`src/rtl/sh_core_cfg.svh`:
```
`ifndef SH_CORE_CFG_SVH
`define SH_CORE_CFG_SVH

// General register count
`define SH_REG_COUNT 16

// PC after reset
`define SH_RESET_PC 32'h0000_0000

// NOP encoding, also used for pipeline bubbles
`define SH_NOP_CODE 16'h0009

// Halfword instruction step
`define SH_INSTR_STEP 32'd2

`endif

```
`src/rtl/sh_core_pkg.sv`:
```
package sh_core_pkg;

	// Data and address words
	typedef logic [31:0] word_t;
	typedef logic [31:0] addr_t;

	// SH instructions are one halfword
	typedef logic [15:0] instr_t;

	typedef logic [3:0]  reg_idx_t;

	// **************************************
	// ALU operations
	// **************************************
	typedef enum logic [2:0] {
		ALU_PASS_B = 3'd0,
		ALU_ADD    = 3'd1,
		ALU_SUB    = 3'd2,
		ALU_AND    = 3'd3,
		ALU_OR     = 3'd4,
		ALU_XOR    = 3'd5,
		ALU_CMPEQ  = 3'd6,
		ALU_MOVT   = 3'd7
	} alu_op_e;

	// Longword accesses only
	typedef enum logic [1:0] {
		MEM_NONE  = 2'd0,
		MEM_LOAD  = 2'd1,
		MEM_STORE = 2'd2
	} mem_op_e;

endpackage

```
`src/rtl/reg_file.sv`:
```
`timescale 1ns/1ps
`include "sh_core_cfg.svh"

module reg_file import sh_core_pkg::*; (
	input  logic     CLK,
	input  logic     RST_N,
	input  reg_idx_t ra_idx,
	output word_t    ra_data,
	input  reg_idx_t rb_idx,
	output word_t    rb_data,
	input  reg_idx_t wr_idx,
	input  word_t    wr_data,
	input  logic     wr_en
);

	word_t regs [`SH_REG_COUNT];

	always_ff @(posedge CLK or negedge RST_N) begin
		if (!RST_N) begin
			for (int i = 0; i < `SH_REG_COUNT; i++) begin
				regs[i] <= '0;
			end
		end else if (wr_en) begin
			regs[wr_idx] <= wr_data;
		end
	end

	// Write-through on a same cycle write
	assign ra_data = (wr_en && wr_idx == ra_idx) ? wr_data : regs[ra_idx];
	assign rb_data = (wr_en && wr_idx == rb_idx) ? wr_data : regs[rb_idx];

endmodule

```
`src/rtl/fetch_stage.sv`:
```
`timescale 1ns/1ps
`include "sh_core_cfg.svh"

module fetch_stage import sh_core_pkg::*; (
	input  logic   CLK,
	input  logic   RST_N,
	output logic   fetch_req,
	output addr_t  fetch_addr,
	input  logic   fetch_done,
	input  word_t  bus_rdata,
	input  logic   bus_stall,
	input  logic   id_hold,
	output instr_t id_instr
);

	addr_t  pc;
	instr_t save_half;
	logic   fetch_en;
	logic   have_instr;
	logic   advance;

	// Odd halfword comes from the saved word, even one needs the bus
	assign have_instr = pc[1] | fetch_done;
	assign advance    = have_instr & ~bus_stall & ~id_hold;

	assign fetch_req  = fetch_en & ~pc[1];
	assign fetch_addr = {pc[31:2], 2'b00};

	// No bus request while in reset
	always_ff @(posedge CLK or negedge RST_N) begin
		if (!RST_N) begin
			fetch_en <= 1'b0;
		end else begin
			fetch_en <= 1'b1;
		end
	end

	always_ff @(posedge CLK or negedge RST_N) begin
		if (!RST_N) begin
			pc <= `SH_RESET_PC;
		end else if (advance) begin
			pc <= pc + `SH_INSTR_STEP;
		end
	end

	always_ff @(posedge CLK) begin
		if (advance && !pc[1]) begin
			save_half <= bus_rdata[15:0];
		end
	end

	// **************************************
	// IF/ID register
	// **************************************
	always_ff @(posedge CLK or negedge RST_N) begin
		if (!RST_N) begin
			id_instr <= `SH_NOP_CODE;
		end else if (!bus_stall && !id_hold) begin
			if (pc[1]) begin
				id_instr <= save_half;
			end else if (fetch_done) begin
				// Big endian, upper half is the lower address
				id_instr <= bus_rdata[31:16];
			end else begin
				id_instr <= `SH_NOP_CODE;
			end
		end
	end

endmodule

```
`src/rtl/decode_stage.sv`:
```
`timescale 1ns/1ps
`include "sh_core_cfg.svh"

module decode_stage import sh_core_pkg::*; (
	input  logic     CLK,
	input  logic     RST_N,
	input  instr_t   id_instr,
	input  logic     bus_stall,
	output reg_idx_t ra_idx,
	output reg_idx_t rb_idx,
	input  word_t    ra_data,
	input  word_t    rb_data,
	input  reg_idx_t wb_dest,
	input  word_t    wb_data,
	input  logic     wb_we,
	input  logic     ex_is_load,
	input  reg_idx_t ex_dest,
	output logic     id_hold,
	output word_t    ex_a,
	output word_t    ex_b,
	output reg_idx_t ex_src_a,
	output reg_idx_t ex_src_b,
	output reg_idx_t ex_dst,
	output logic     ex_we,
	output logic     ex_imm,
	output alu_op_e  ex_alu_op,
	output mem_op_e  ex_mem_op
);

	reg_idx_t rn;
	word_t    imm_val;
	logic     use_a;
	logic     use_b;
	logic     dec_imm;
	logic     dec_we;
	alu_op_e  dec_alu;
	mem_op_e  dec_mem;

	assign rn      = id_instr[11:8];
	assign rb_idx  = id_instr[7:4];
	assign imm_val = {{24{id_instr[7]}}, id_instr[7:0]};

	// **************************************
	// Decoder
	// **************************************
	always_comb begin
		{use_a, use_b, dec_imm, dec_we} = 4'b0000;
		dec_alu = ALU_PASS_B;
		dec_mem = MEM_NONE;
		ra_idx  = rn;
		casez (id_instr)
			`SH_NOP_CODE: ;
			// MOV #imm,Rn
			16'b1110_????_????_????: begin
				{use_a, use_b, dec_imm, dec_we} = 4'b0011;
			end
			// MOV Rm,Rn
			16'b0110_????_????_0011: begin
				{use_a, use_b, dec_imm, dec_we} = 4'b0101;
			end
			16'b0011_????_????_1100: begin
				{use_a, use_b, dec_imm, dec_we} = 4'b1101;
				dec_alu = ALU_ADD;
			end
			// ADD #imm,Rn
			16'b0111_????_????_????: begin
				{use_a, use_b, dec_imm, dec_we} = 4'b1011;
				dec_alu = ALU_ADD;
			end
			16'b0011_????_????_1000: begin
				{use_a, use_b, dec_imm, dec_we} = 4'b1101;
				dec_alu = ALU_SUB;
			end
			16'b0010_????_????_1001: begin
				{use_a, use_b, dec_imm, dec_we} = 4'b1101;
				dec_alu = ALU_AND;
			end
			16'b0010_????_????_1010: begin
				{use_a, use_b, dec_imm, dec_we} = 4'b1101;
				dec_alu = ALU_XOR;
			end
			16'b0010_????_????_1011: begin
				{use_a, use_b, dec_imm, dec_we} = 4'b1101;
				dec_alu = ALU_OR;
			end
			// CMP/EQ only touches T
			16'b0011_????_????_0000: begin
				{use_a, use_b, dec_imm, dec_we} = 4'b1100;
				dec_alu = ALU_CMPEQ;
			end
			16'b0000_????_0010_1001: begin
				{use_a, use_b, dec_imm, dec_we} = 4'b0001;
				dec_alu = ALU_MOVT;
			end
			// MOV.L @Rm,Rn with the address in Rm
			16'b0110_????_????_0010: begin
				{use_a, use_b, dec_imm, dec_we} = 4'b1001;
				ra_idx  = id_instr[7:4];
				dec_mem = MEM_LOAD;
			end
			// MOV.L Rm,@Rn
			16'b0010_????_????_0010: begin
				{use_a, use_b, dec_imm, dec_we} = 4'b1100;
				dec_mem = MEM_STORE;
			end
			default: ;
		endcase
	end

	// Load in EX feeding this instruction costs one bubble
	assign id_hold = ex_is_load &
	                 ((use_a & (ex_dest == ra_idx)) | (use_b & (ex_dest == rb_idx)));

	// **************************************
	// ID/EX register
	// **************************************
	always_ff @(posedge CLK or negedge RST_N) begin
		if (!RST_N) begin
			ex_src_a  <= '0;
			ex_src_b  <= '0;
			ex_dst    <= '0;
			ex_we     <= 1'b0;
			ex_imm    <= 1'b0;
			ex_alu_op <= ALU_PASS_B;
			ex_mem_op <= MEM_NONE;
		end else if (!bus_stall) begin
			ex_src_a  <= ra_idx;
			ex_src_b  <= rb_idx;
			ex_dst    <= rn;
			ex_imm    <= dec_imm;
			ex_we     <= dec_we & ~id_hold;
			ex_alu_op <= id_hold ? ALU_PASS_B : dec_alu;
			ex_mem_op <= id_hold ? MEM_NONE : dec_mem;
		end
	end

	always_ff @(posedge CLK) begin
		if (!bus_stall) begin
			ex_a <= ra_data;
			ex_b <= dec_imm ? imm_val : rb_data;
		end
	end

endmodule

```
`src/rtl/execute_stage.sv`:
```
`timescale 1ns/1ps

module execute_stage import sh_core_pkg::*; (
	input  logic     CLK,
	input  logic     RST_N,
	input  word_t    ex_a,
	input  word_t    ex_b,
	input  reg_idx_t ex_src_a,
	input  reg_idx_t ex_src_b,
	input  reg_idx_t ex_dst,
	input  logic     ex_we,
	input  logic     ex_imm,
	input  alu_op_e  ex_alu_op,
	input  mem_op_e  ex_mem_op,
	input  logic     bus_stall,
	output logic     ex_is_load,
	output reg_idx_t ex_dest,
	input  reg_idx_t wb_dest,
	input  word_t    wb_data,
	input  logic     wb_we,
	output word_t    ma_result,
	output reg_idx_t ma_dest,
	output logic     ma_we,
	output mem_op_e  ma_mem_op,
	output addr_t    ma_addr,
	output word_t    ma_wdata
);

	logic  ma_fwd;
	logic  eq;
	logic  t_bit;
	word_t op_a;
	word_t op_b;
	word_t alu_res;

	assign ex_is_load = (ex_mem_op == MEM_LOAD);
	assign ex_dest    = ex_dst;

	// **************************************
	// Bypass
	// **************************************
	// Load data is not back yet while the load sits in MA
	assign ma_fwd = ma_we & (ma_mem_op != MEM_LOAD);

	assign op_a = (ma_fwd && ma_dest == ex_src_a) ? ma_result :
	              (wb_we && wb_dest == ex_src_a) ? wb_data : ex_a;

	assign op_b = ex_imm ? ex_b :
	              (ma_fwd && ma_dest == ex_src_b) ? ma_result :
	              (wb_we && wb_dest == ex_src_b) ? wb_data : ex_b;

	// **************************************
	// ALU
	// **************************************
	assign eq = (op_a == op_b);

	always_comb begin
		case (ex_alu_op)
			ALU_ADD:   alu_res = op_a + op_b;
			ALU_SUB:   alu_res = op_a - op_b;
			ALU_AND:   alu_res = op_a & op_b;
			ALU_OR:    alu_res = op_a | op_b;
			ALU_XOR:   alu_res = op_a ^ op_b;
			ALU_CMPEQ: alu_res = {31'd0, eq};
			ALU_MOVT:  alu_res = {31'd0, t_bit};
			default:   alu_res = op_b;
		endcase
	end

	always_ff @(posedge CLK or negedge RST_N) begin
		if (!RST_N) begin
			t_bit <= 1'b0;
		end else if (!bus_stall && ex_alu_op == ALU_CMPEQ) begin
			t_bit <= eq;
		end
	end

	// **************************************
	// EX/MA register
	// **************************************
	always_ff @(posedge CLK or negedge RST_N) begin
		if (!RST_N) begin
			ma_dest   <= '0;
			ma_we     <= 1'b0;
			ma_mem_op <= MEM_NONE;
		end else if (!bus_stall) begin
			ma_dest   <= ex_dst;
			ma_we     <= ex_we;
			ma_mem_op <= ex_mem_op;
		end
	end

	// Address register on A, store data on B
	always_ff @(posedge CLK) begin
		if (!bus_stall) begin
			ma_result <= alu_res;
			ma_addr   <= op_a;
			ma_wdata  <= op_b;
		end
	end

endmodule

```
`src/rtl/mem_stage.sv`:
```
`timescale 1ns/1ps

module mem_stage import sh_core_pkg::*; (
	input  logic     CLK,
	input  logic     RST_N,
	input  word_t    ma_result,
	input  reg_idx_t ma_dest,
	input  logic     ma_we,
	input  mem_op_e  ma_mem_op,
	input  addr_t    ma_addr,
	input  word_t    ma_wdata,
	input  logic     fetch_req,
	input  addr_t    fetch_addr,
	output logic     fetch_done,
	output logic     bus_stall,
	output reg_idx_t wb_dest,
	output word_t    wb_data,
	output logic     wb_we,
	output addr_t    BUS_A,
	input  word_t    BUS_DI,
	output word_t    BUS_DO,
	output logic     BUS_WR,
	output logic     BUS_REQ,
	input  logic     BUS_WAIT
);

	logic ma_access;
	logic wb_we_q;

	// **************************************
	// Bus arbitration
	// **************************************
	// MA wins the bus, fetch retries next cycle
	assign ma_access  = (ma_mem_op != MEM_NONE);
	assign bus_stall  = ma_access & BUS_WAIT;
	assign fetch_done = fetch_req & ~ma_access & ~BUS_WAIT;

	assign BUS_REQ = ma_access | fetch_req;
	assign BUS_WR  = (ma_mem_op == MEM_STORE);
	assign BUS_A   = ma_access ? ma_addr : fetch_addr;
	assign BUS_DO  = ma_wdata;

	// **************************************
	// MA/WB register
	// **************************************
	always_ff @(posedge CLK or negedge RST_N) begin
		if (!RST_N) begin
			wb_dest <= '0;
			wb_we_q <= 1'b0;
		end else if (!bus_stall) begin
			wb_dest <= ma_dest;
			wb_we_q <= ma_we;
		end
	end

	always_ff @(posedge CLK) begin
		if (!bus_stall) begin
			wb_data <= (ma_mem_op == MEM_LOAD) ? BUS_DI : ma_result;
		end
	end

	// WB holds during a stall, write once when it clears
	assign wb_we = wb_we_q & ~bus_stall;

endmodule

```
`src/rtl/sh_core_top.sv`:
```
`timescale 1ns/1ps

module sh_core_top import sh_core_pkg::*; (
	input  logic  CLK,
	input  logic  RST_N,
	output addr_t BUS_A,
	input  word_t BUS_DI,
	output word_t BUS_DO,
	output logic  BUS_WR,
	output logic  BUS_REQ,
	input  logic  BUS_WAIT
);

	// Fetch path and stall controls
	logic     fetch_req;
	addr_t    fetch_addr;
	logic     fetch_done;
	logic     bus_stall;
	logic     id_hold;
	instr_t   id_instr;

	// Register file reads
	reg_idx_t ra_idx;
	reg_idx_t rb_idx;
	word_t    ra_data;
	word_t    rb_data;

	// ID/EX
	word_t    ex_a;
	word_t    ex_b;
	reg_idx_t ex_src_a;
	reg_idx_t ex_src_b;
	reg_idx_t ex_dst;
	logic     ex_we;
	logic     ex_imm;
	alu_op_e  ex_alu_op;
	mem_op_e  ex_mem_op;
	logic     ex_is_load;
	reg_idx_t ex_dest;

	// EX/MA
	word_t    ma_result;
	reg_idx_t ma_dest;
	logic     ma_we;
	mem_op_e  ma_mem_op;
	addr_t    ma_addr;
	word_t    ma_wdata;

	// WB
	reg_idx_t wb_dest;
	word_t    wb_data;
	logic     wb_we;

	fetch_stage u_fetch (.*, .bus_rdata(BUS_DI));

	decode_stage u_decode (.*);

	reg_file u_regs (.*, .wr_idx(wb_dest), .wr_data(wb_data), .wr_en(wb_we));

	execute_stage u_execute (.*);

	mem_stage u_mem (.*);

endmodule

```
`config.mk`:
```
export PLATFORM = sky130hd
export DESIGN_NAME = sh_core_top
export DESIGN_NICKNAME = d
export VERILOG_FILES = /design/src/rtl/sh_core_pkg.sv /design/src/rtl/reg_file.sv /design/src/rtl/fetch_stage.sv /design/src/rtl/decode_stage.sv /design/src/rtl/execute_stage.sv /design/src/rtl/mem_stage.sv /design/src/rtl/sh_core_top.sv
export VERILOG_INCLUDE_DIRS = /design/src /design/src/rtl
export SDC_FILE = /design/constraint.sdc
export NUM_CORES = 2
export LEC_CHECK = 0
export ABC_AREA = 1
export BUFFER_PORTS_ARGS = -buffer_cell sky130_fd_sc_hd__buf_2
export CORE_AREA = 2 2 353 355
export DETAILED_ROUTE_END_ITERATION = 7
export DIE_AREA = 0 0 355 357
export PLACE_DENSITY_LB_ADDON = 0.25
export SYNTH_ARGS = -nofsm -noshare
export SYNTH_HDL_FRONTEND = slang
export SYNTH_SLANG_ARGS = --single-unit
```
`constraint.sdc`:
```
create_clock -name CLK -period 8.1 [get_ports CLK]
set_input_delay 0.81 -clock CLK [delete_from_list [all_inputs] [get_ports CLK]]
set_output_delay 0.81 -clock CLK [all_outputs]
set_load 0.01 [all_outputs]
```
Word level (Yosys, flattened, before mapping)
Cells that the tools add are included.
{"block": "classes", "n_reduce_logical": 19, "n_lt_le_gt_ge": 4, "add_sub_neg": 3, "mux": 31, "eq_ne": 32, "bitwise_logic": 26}
{"op": "512-bit bitwise mux", "n": 1}
{"op": "32-bit 2-to-1 mux", "n": 15}
{"op": "32-bit binary-select mux with 4-bit select", "n": 2}
{"op": "32-bit one-hot mux with 7 select lines", "n": 1}
{"op": "32-bit demux with 4-bit select", "n": 1}
{"op": "8-bit by 6-bit equality test with 1-bit output (second input constant)", "n": 7}
{"op": "32-bit by 2-bit adder with 32-bit output (second input constant)", "n": 1}
{"op": "32-bit adder", "n": 1}
{"op": "32-bit AND", "n": 1}
{"op": "32-bit equality test", "n": 1}
{"op": "4-bit equality test", "n": 8}
{"op": "16-bit 2-to-1 mux", "n": 2}
{"op": "32-bit OR", "n": 1}
{"op": "32-bit subtractor", "n": 1}
{"op": "32-bit bitwise XOR", "n": 1}
{"op": "3-bit one-hot mux with 7 select lines", "n": 1}
{"op": "8-bit by 7-bit equality test with 1-bit output (second input constant)", "n": 2}
{"op": "5-bit >= comparator (second input constant)", "n": 3}
{"op": "4-bit NOT with 5-bit output", "n": 3}
{"op": "1-bit AND", "n": 12}
{"op": "12-bit by 6-bit equality test with 1-bit output (second input constant)", "n": 1}
{"op": "3-bit equality test (second input constant)", "n": 4}
{"op": "1-bit logical AND", "n": 10}
{"op": "10-bit OR reduction", "n": 1}
{"op": "20 further kinds", "n": 34}
{"block": "totals", "reg_bits": 801, "out_inout_bits": 66}

Logic depth before layout (Yosys ltp)
{"block": "depth", "ltp_word": 10, "mapped_depth": 28, "ltp_nobuf": 26}

Cells and area by module
From an unflattened synthesis, not the netlist that was laid out.
{"block": "hier_totals", "cells_unflattened": 6871, "hier_area_um2": 49155.9}
{"mod": "reg_file", "area_per_inst_um2": 29124.2, "n_inst": 1, "cells_per_inst": 4320}
{"mod": "execute_stage", "area_per_inst_um2": 10892.9, "n_inst": 1, "cells_per_inst": 1532}
{"mod": "decode_stage", "area_per_inst_um2": 3520.9, "n_inst": 1, "cells_per_inst": 330}
{"mod": "fetch_stage", "area_per_inst_um2": 3335.7, "n_inst": 1, "cells_per_inst": 383}
{"mod": "mem_stage", "area_per_inst_um2": 2282.2, "n_inst": 1, "cells_per_inst": 306}

Worst setup path before layout
Ideal clock, no wire load.
{"block": "synth_timing", "path_type": "input port to flip-flop", "start": "in BUS_WAIT", "end": "reg u_execute.ma_mem_op[0]", "setup_slack_ns": 0.848, "arrival_time_ns": 6.777, "stages": 4, "path_cell_list": "nand2_2 -> clkbuf_1 -> clkbuf_1 -> a22oi_1"}
{"block": "synth_between", "elab_chain_len": 1}
{"element": "start, declared", "line": "sh_core_top.sv:11", "rtl": "input logic BUS_WAIT"}
{"element": "1-bit AND", "line": "mem_stage.sv:35", "rtl": "assign bus_stall = ma_access & BUS_WAIT;"}
{"element": "end signal, assigned", "line": "execute_stage.sv:89", "rtl": "ma_mem_op <= ex_mem_op;"}
{"element": "end, declared", "line": "execute_stage.sv:24", "rtl": "output mem_op_e ma_mem_op,"}
No other way between the ends.
A chain may end at the register's enable or synchronous reset.

Worst setup path in the final report
{"block": "layout_timing", "start": "reg u_execute.ma_mem_op[0]", "end": "reg u_execute.ma_result[19] (data pin)"}
{"block": "layout_between", "elab_cells_between_ends": 21, "classes_between": "add/sub (2); eq/ne (1); mux (6); bitwise (7); reduce/logical (5)"}
{"element": "2-bit nonzero test", "line": "mem_stage.sv:34", "rtl": "assign ma_access = (ma_mem_op != MEM_NONE);"}
{"element": "1-bit AND", "line": "mem_stage.sv:35"}
{"element": "1-bit NOT", "line": "mem_stage.sv:63", "rtl": "assign wb_we = wb_we_q & ~bus_stall;"}
{"element": "1-bit AND", "line": "mem_stage.sv:63"}
{"element": "1-bit logical AND", "line": "execute_stage.sv:46", "rtl": "(wb_we && wb_dest == ex_src_a) ? wb_data : ex_a;"}
{"element": "32-bit 2-to-1 mux", "line": "execute_stage.sv:46"}
{"element": "32-bit 2-to-1 mux *", "line": "execute_stage.sv:45", "rtl": "assign op_a = (ma_fwd && ma_dest == ex_src_a) ? ma_result :"}
{"element": "named net u_execute.op_a[1]", "line": "execute_stage.sv:32", "rtl": "word_t op_a;"}
{"element": "32-bit subtractor / 32-bit adder (equally long branches)", "line": "execute_stage.sv:60, execute_stage.sv:59"}
{"element": "32-bit one-hot mux with 7 select lines *", "line": "execute_stage.sv:58", "rtl": "case (ex_alu_op)"}
{"element": "named net u_execute.alu_res[19]", "line": "execute_stage.sv:34", "rtl": "word_t alu_res;"}
{"element": "end signal, assigned", "line": "execute_stage.sv:96", "rtl": "ma_result <= alu_res;"}
{"element": "end, declared", "line": "execute_stage.sv:21", "rtl": "output word_t ma_result,"}
The timed path passes the listed nets; every way through them passes the cells marked *.

==> results.md <==
* Worst Reg-to-Reg Cells at 23
* Crit Path Max Fanout at 61
* Area Growth Syn to Fin at 9.43%
* HP Class: input pin to async pin
* Dpl hpwl at around 120 mm
* Routed len/inst at between 20 and 25 µm
* Top FF cell, synth: dfrtp_1
* Worst Tran Pin Value at between 1 and 1.5 ns
* Post-Place Worst Slack at approximately 1.9 ns
* TritonCTS Buffers at 93
* CP arrival at between 6 and 7 ns
* Synth top area cells: dfrtp_1 (30%), nand2_1 (16%), edfxtp_1 (13%)
* Routed Antenna Nets at 0
* Clock Skew at between 0.03 and 0.04 ns
* GPL Wtd Cong at roughly 1
* Max Cap Viol at 0
* Number of global-route vias before repair at ~44k
* Filler cell count at ~13k
* I/O pin cnt at 101
* Max Slew Vio Count at 0
* Syn Inst Count at approximately 7k
* Max VDD drop at 0.217 mV
* Full die area at around 130000 µm²
* Delay-heaviest family, CP: simple AND/OR/NAND/NOR gates
* Comb pwr share at 51.1%
* Achievable Freq at 159 MHz
* Placed cell areas at 50200 µm²
* Drt total wl at around 190 mm
* Crit path buf inv count at 3
* Sequential element share of the synthesized area at between 40% and 50%
* Largest net degree at the start of global routing at between 150 and 200
* CP required at between 8 and 9 ns
* Register bit count reported by yosys at 800
* Row count at around 130
* TritonCTS Sinks at 800
* Worst-Skew Late Latency at 0.71 ns
* Mapped cell area at ~49000 µm²
* Layout Nets at between 6k and 7k
* Outcome: finished, final reports clean
* Initial antenna violation count at 1
* Netlist cell types at 51
* CTS root buffer: clkbuf_16
* Total negative setup slack at 0 ns
* Setup Viol. Count Final at 0
* CP startpoint kind: flip-flop
* Via-per-instance ratio at roughly 5.7
* Top cell type by total area after synthesis: dfrtp_1
* First-pass GRT wire length at 285 mm
* H-tree Lvls at 3
* CTS Buffer Depth at 3
* Clk network pwr share at a little under 20%
* Sw frac at 50.0%
* Critical path type: flip-flop to flip-flop
* Initial core utilization at 39.7%
* Critical path depth at 23
* Share of post-route cells with drive strength above 1 at approximately 5.8%
* CTS tree: done
* Max transition margin at 12.1%
* Post-synth top cells: nand2_1 (2016), o21ai_0 (1078), nand3_1 (656), inv_1 (615), dfrtp_1 (590)
* Clock period minus worst slack at 6.28 ns
* Crit path cell chain: inv_1 > nand2_2 > nand2_8 > nand2_2 > nor3_1 > nand2_1 > buf_4 > inv_2 > nor2_1 > o21ai_0 > nor2b_1 > ha_1 > nand2_1 > o21ai_0 > nand3_1 > nand3_1 > nand2_1 > nand2_1 > nand2_1 > nand3_1 > nand2_1 > nor2_1 > nor2_1
* Vias at between 40k and 50k
* IO Port Bufs at 100
* PwrDens at approximately 420 nW/µm²
* Crit end category: flip-flop
* Post-CTS resize count at 0
* Leakage at 24.5 nW
* Iter 0 DRT Violations at approximately 5.8k
* Overflow after GRT at 0
* Most frequent cell after synthesis: nand2_1
* Area share of the largest cell type after synthesis at a little under a third
* Post-CTS Hold Fix Bufs at 0
* Die height at around 360 µm
* Die X-Extent at ~360 µm
* Sequential Power Share at 29.3%
* Ys async rst share at 74.0%
* Drt pass-1 iters at 6
* Worst setup margin at between 1.5 and 2 ns
* Core ar. at 123000 µm²
* Slowest CP cell: o21ai_0
* Tot GR Track Use at between 20% and 30%
* Synth warnings at 0
* CP peak stage delay at around 0.57 ns
* CP most frequent cell: nand2_1
* Final instance area at approximately 53000 µm²
* Syn Area/Cell at approximately 7.1 µm²
* Net Sw Power at around 11 mW
* Clock transition at the registers of the reported paths at 0.06 ns
* Residual DRC at 0
* Int Pwr at about 11 mW
* Final Hold Vio Count at 0
* Tcrit/Tclk final at 77.6%
* RSZ-0062 raised after global routing: false
* Post-synth EDFFs at between 200 and 250
* Syn_nets at between 6k and 7k
* Post-CTS Setup Bufs at 0
-- final cells by class --
cell class                 count  area, µm²  share of cell area (%)
multi-input combinational   4949      23600                    44.1
sequential                   800      21100                    39.5
clock buffer                 136       2750                    5.15
inverter                     626       2370                    4.43
tap                         1637       2050                    3.84
timing repair buffer         177       1140                    2.13
clock inverter                36        443                   0.830
antenna                        2       5.00                 0.00937
-- state kept, by name (all words and copies together) (netlist names), 16 cells and up --
register and flops:
u_fetch.id_instr 16, u_execute.ma_result 32, u_decode.ex_b 32, u_fetch.pc 31, u_mem.wb_data 32, u_regs.regs 512, u_fetch.save_half 16, u_decode.ex_a 32
u_execute.ma_addr 32, u_execute.ma_wdata 32
-- stage by stage --
step / hold WS [ns] / power, mW / std cells / utilization (%)
after floorplan: 0.442 / 13.6 / 6842 / -
after global placement: 0.454 / 17.9 / 8189 / 40.8
after detailed placement: 0.466 / 17.9 / 8189 / 40.8
after CTS: 0.0335 / 22.4 / 8361 / 43.4
after global routing: 0.0697 / 24.1 / 8361 / 43.4
final: 0.0437 / 22.6 / 8363 / 43.4
-- path summary, 6_finish.rpt --
kind / from / to / slack [ns]
min in group CLK: BUS_DI[4] / u_fetch.save_half[4] / 0.36
max: u_execute.ma_mem_op[0] / u_execute.ma_result[19] / 1.82
max in group asynchronous: RST_N / u_regs.regs[147] / 6.43
min: RST_N / u_regs.regs[58] / 0.04
max reg2reg: u_execute.ma_mem_op[0] / u_execute.ma_result[19] / 1.82
min reg2reg: u_decode.ex_mem_op[0] / u_decode.ex_mem_op[0] / 0.48
-- cells in the final DEF (no fill, tap or decap), drive strengths merged, types with 2 or more instances in the layout --
cell type / count
edfxtp: 208
a211oi: 12
o22ai: 37
o211ai: 132
diode: 2
nor2b: 28
xnor2: 6
dfstp: 2
clkbuf: 136
bufinv: 7
nand4: 32
nand3: 656
o221ai: 19
o2111ai: 10
clkinv: 24
nand2: 2030
a31oi: 8
nor3: 31
clkinvlp: 4
a221oi: 12
nor4: 11
xor2: 40
o21ai: 1082
o21bai: 7
fa: 2
ha: 101
dfrtp: 590
nand3b: 3
a21oi: 233
nor2: 442
buf: 177
inv: 627
o311ai: 5
-- power by group through the flow --
stage | registers (mW) | clock network, mW | logic [mW]
global placement | 6.66 | 0 | 11.3
global route | 6.77 | 4.67 | 12.6
floorplan | 6.25 | 0 | 7.38
detailed placement | 6.66 | 0 | 11.3
finish | 6.64 | 4.45 | 11.6
CTS | 6.60 | 4.52 | 11.3
-- routing by layer --
layer  vias to the layer above  routed length (µm)  global-route usage (%)
met5                         -                   0                       0
met3                       422               16100                    4.32
met4                         0               10100                    14.6
met1                     22600               80800                    40.7
li1                      22200                   -                       -
met2                      2257               84800                    45.9
-- worst register-to-register path: stages, from the launching register on --
cell     delay, ns
dfrtp_1       0.39
inv_1         0.07
nand2_2       0.47
nand2_8       0.56
nand2_2       0.20
nor3_1        0.17
nand2_1       0.07
buf_4         0.26
inv_2         0.52
nor2_1        0.09
o21ai_0       0.32
nor2b_1       0.49
ha_1          0.53
nand2_1       0.15
o21ai_0       0.57
nand3_1       0.20
nand3_1       0.41
nand2_1       0.13
nand2_1       0.09
nand2_1       0.05
nand3_1       0.08
nand2_1       0.09
nor2_1        0.10
nor2_1        0.04
-- cell families (layout without fill, tap and decap cells) --
| kind of cell | count (synthesis) | in the layout | share of synthesized area [%] |
|---|---|---|---|
| fa+ha+maj | 103 | 103 | 2.67 |
| buf+inv | 1093 | 975 | 8.79 |
| xor+xnor | 46 | 46 | 0.826 |
| compound gates | 1563 | 1563 | 17.3 |
| simple gates | 3236 | 3236 | 27.2 |
| flops | 800 | 800 | 43.2 |
| other cells | 1 | 3 | 0.00769 |
No activity file was read; power rests on OpenSTA's default activity.
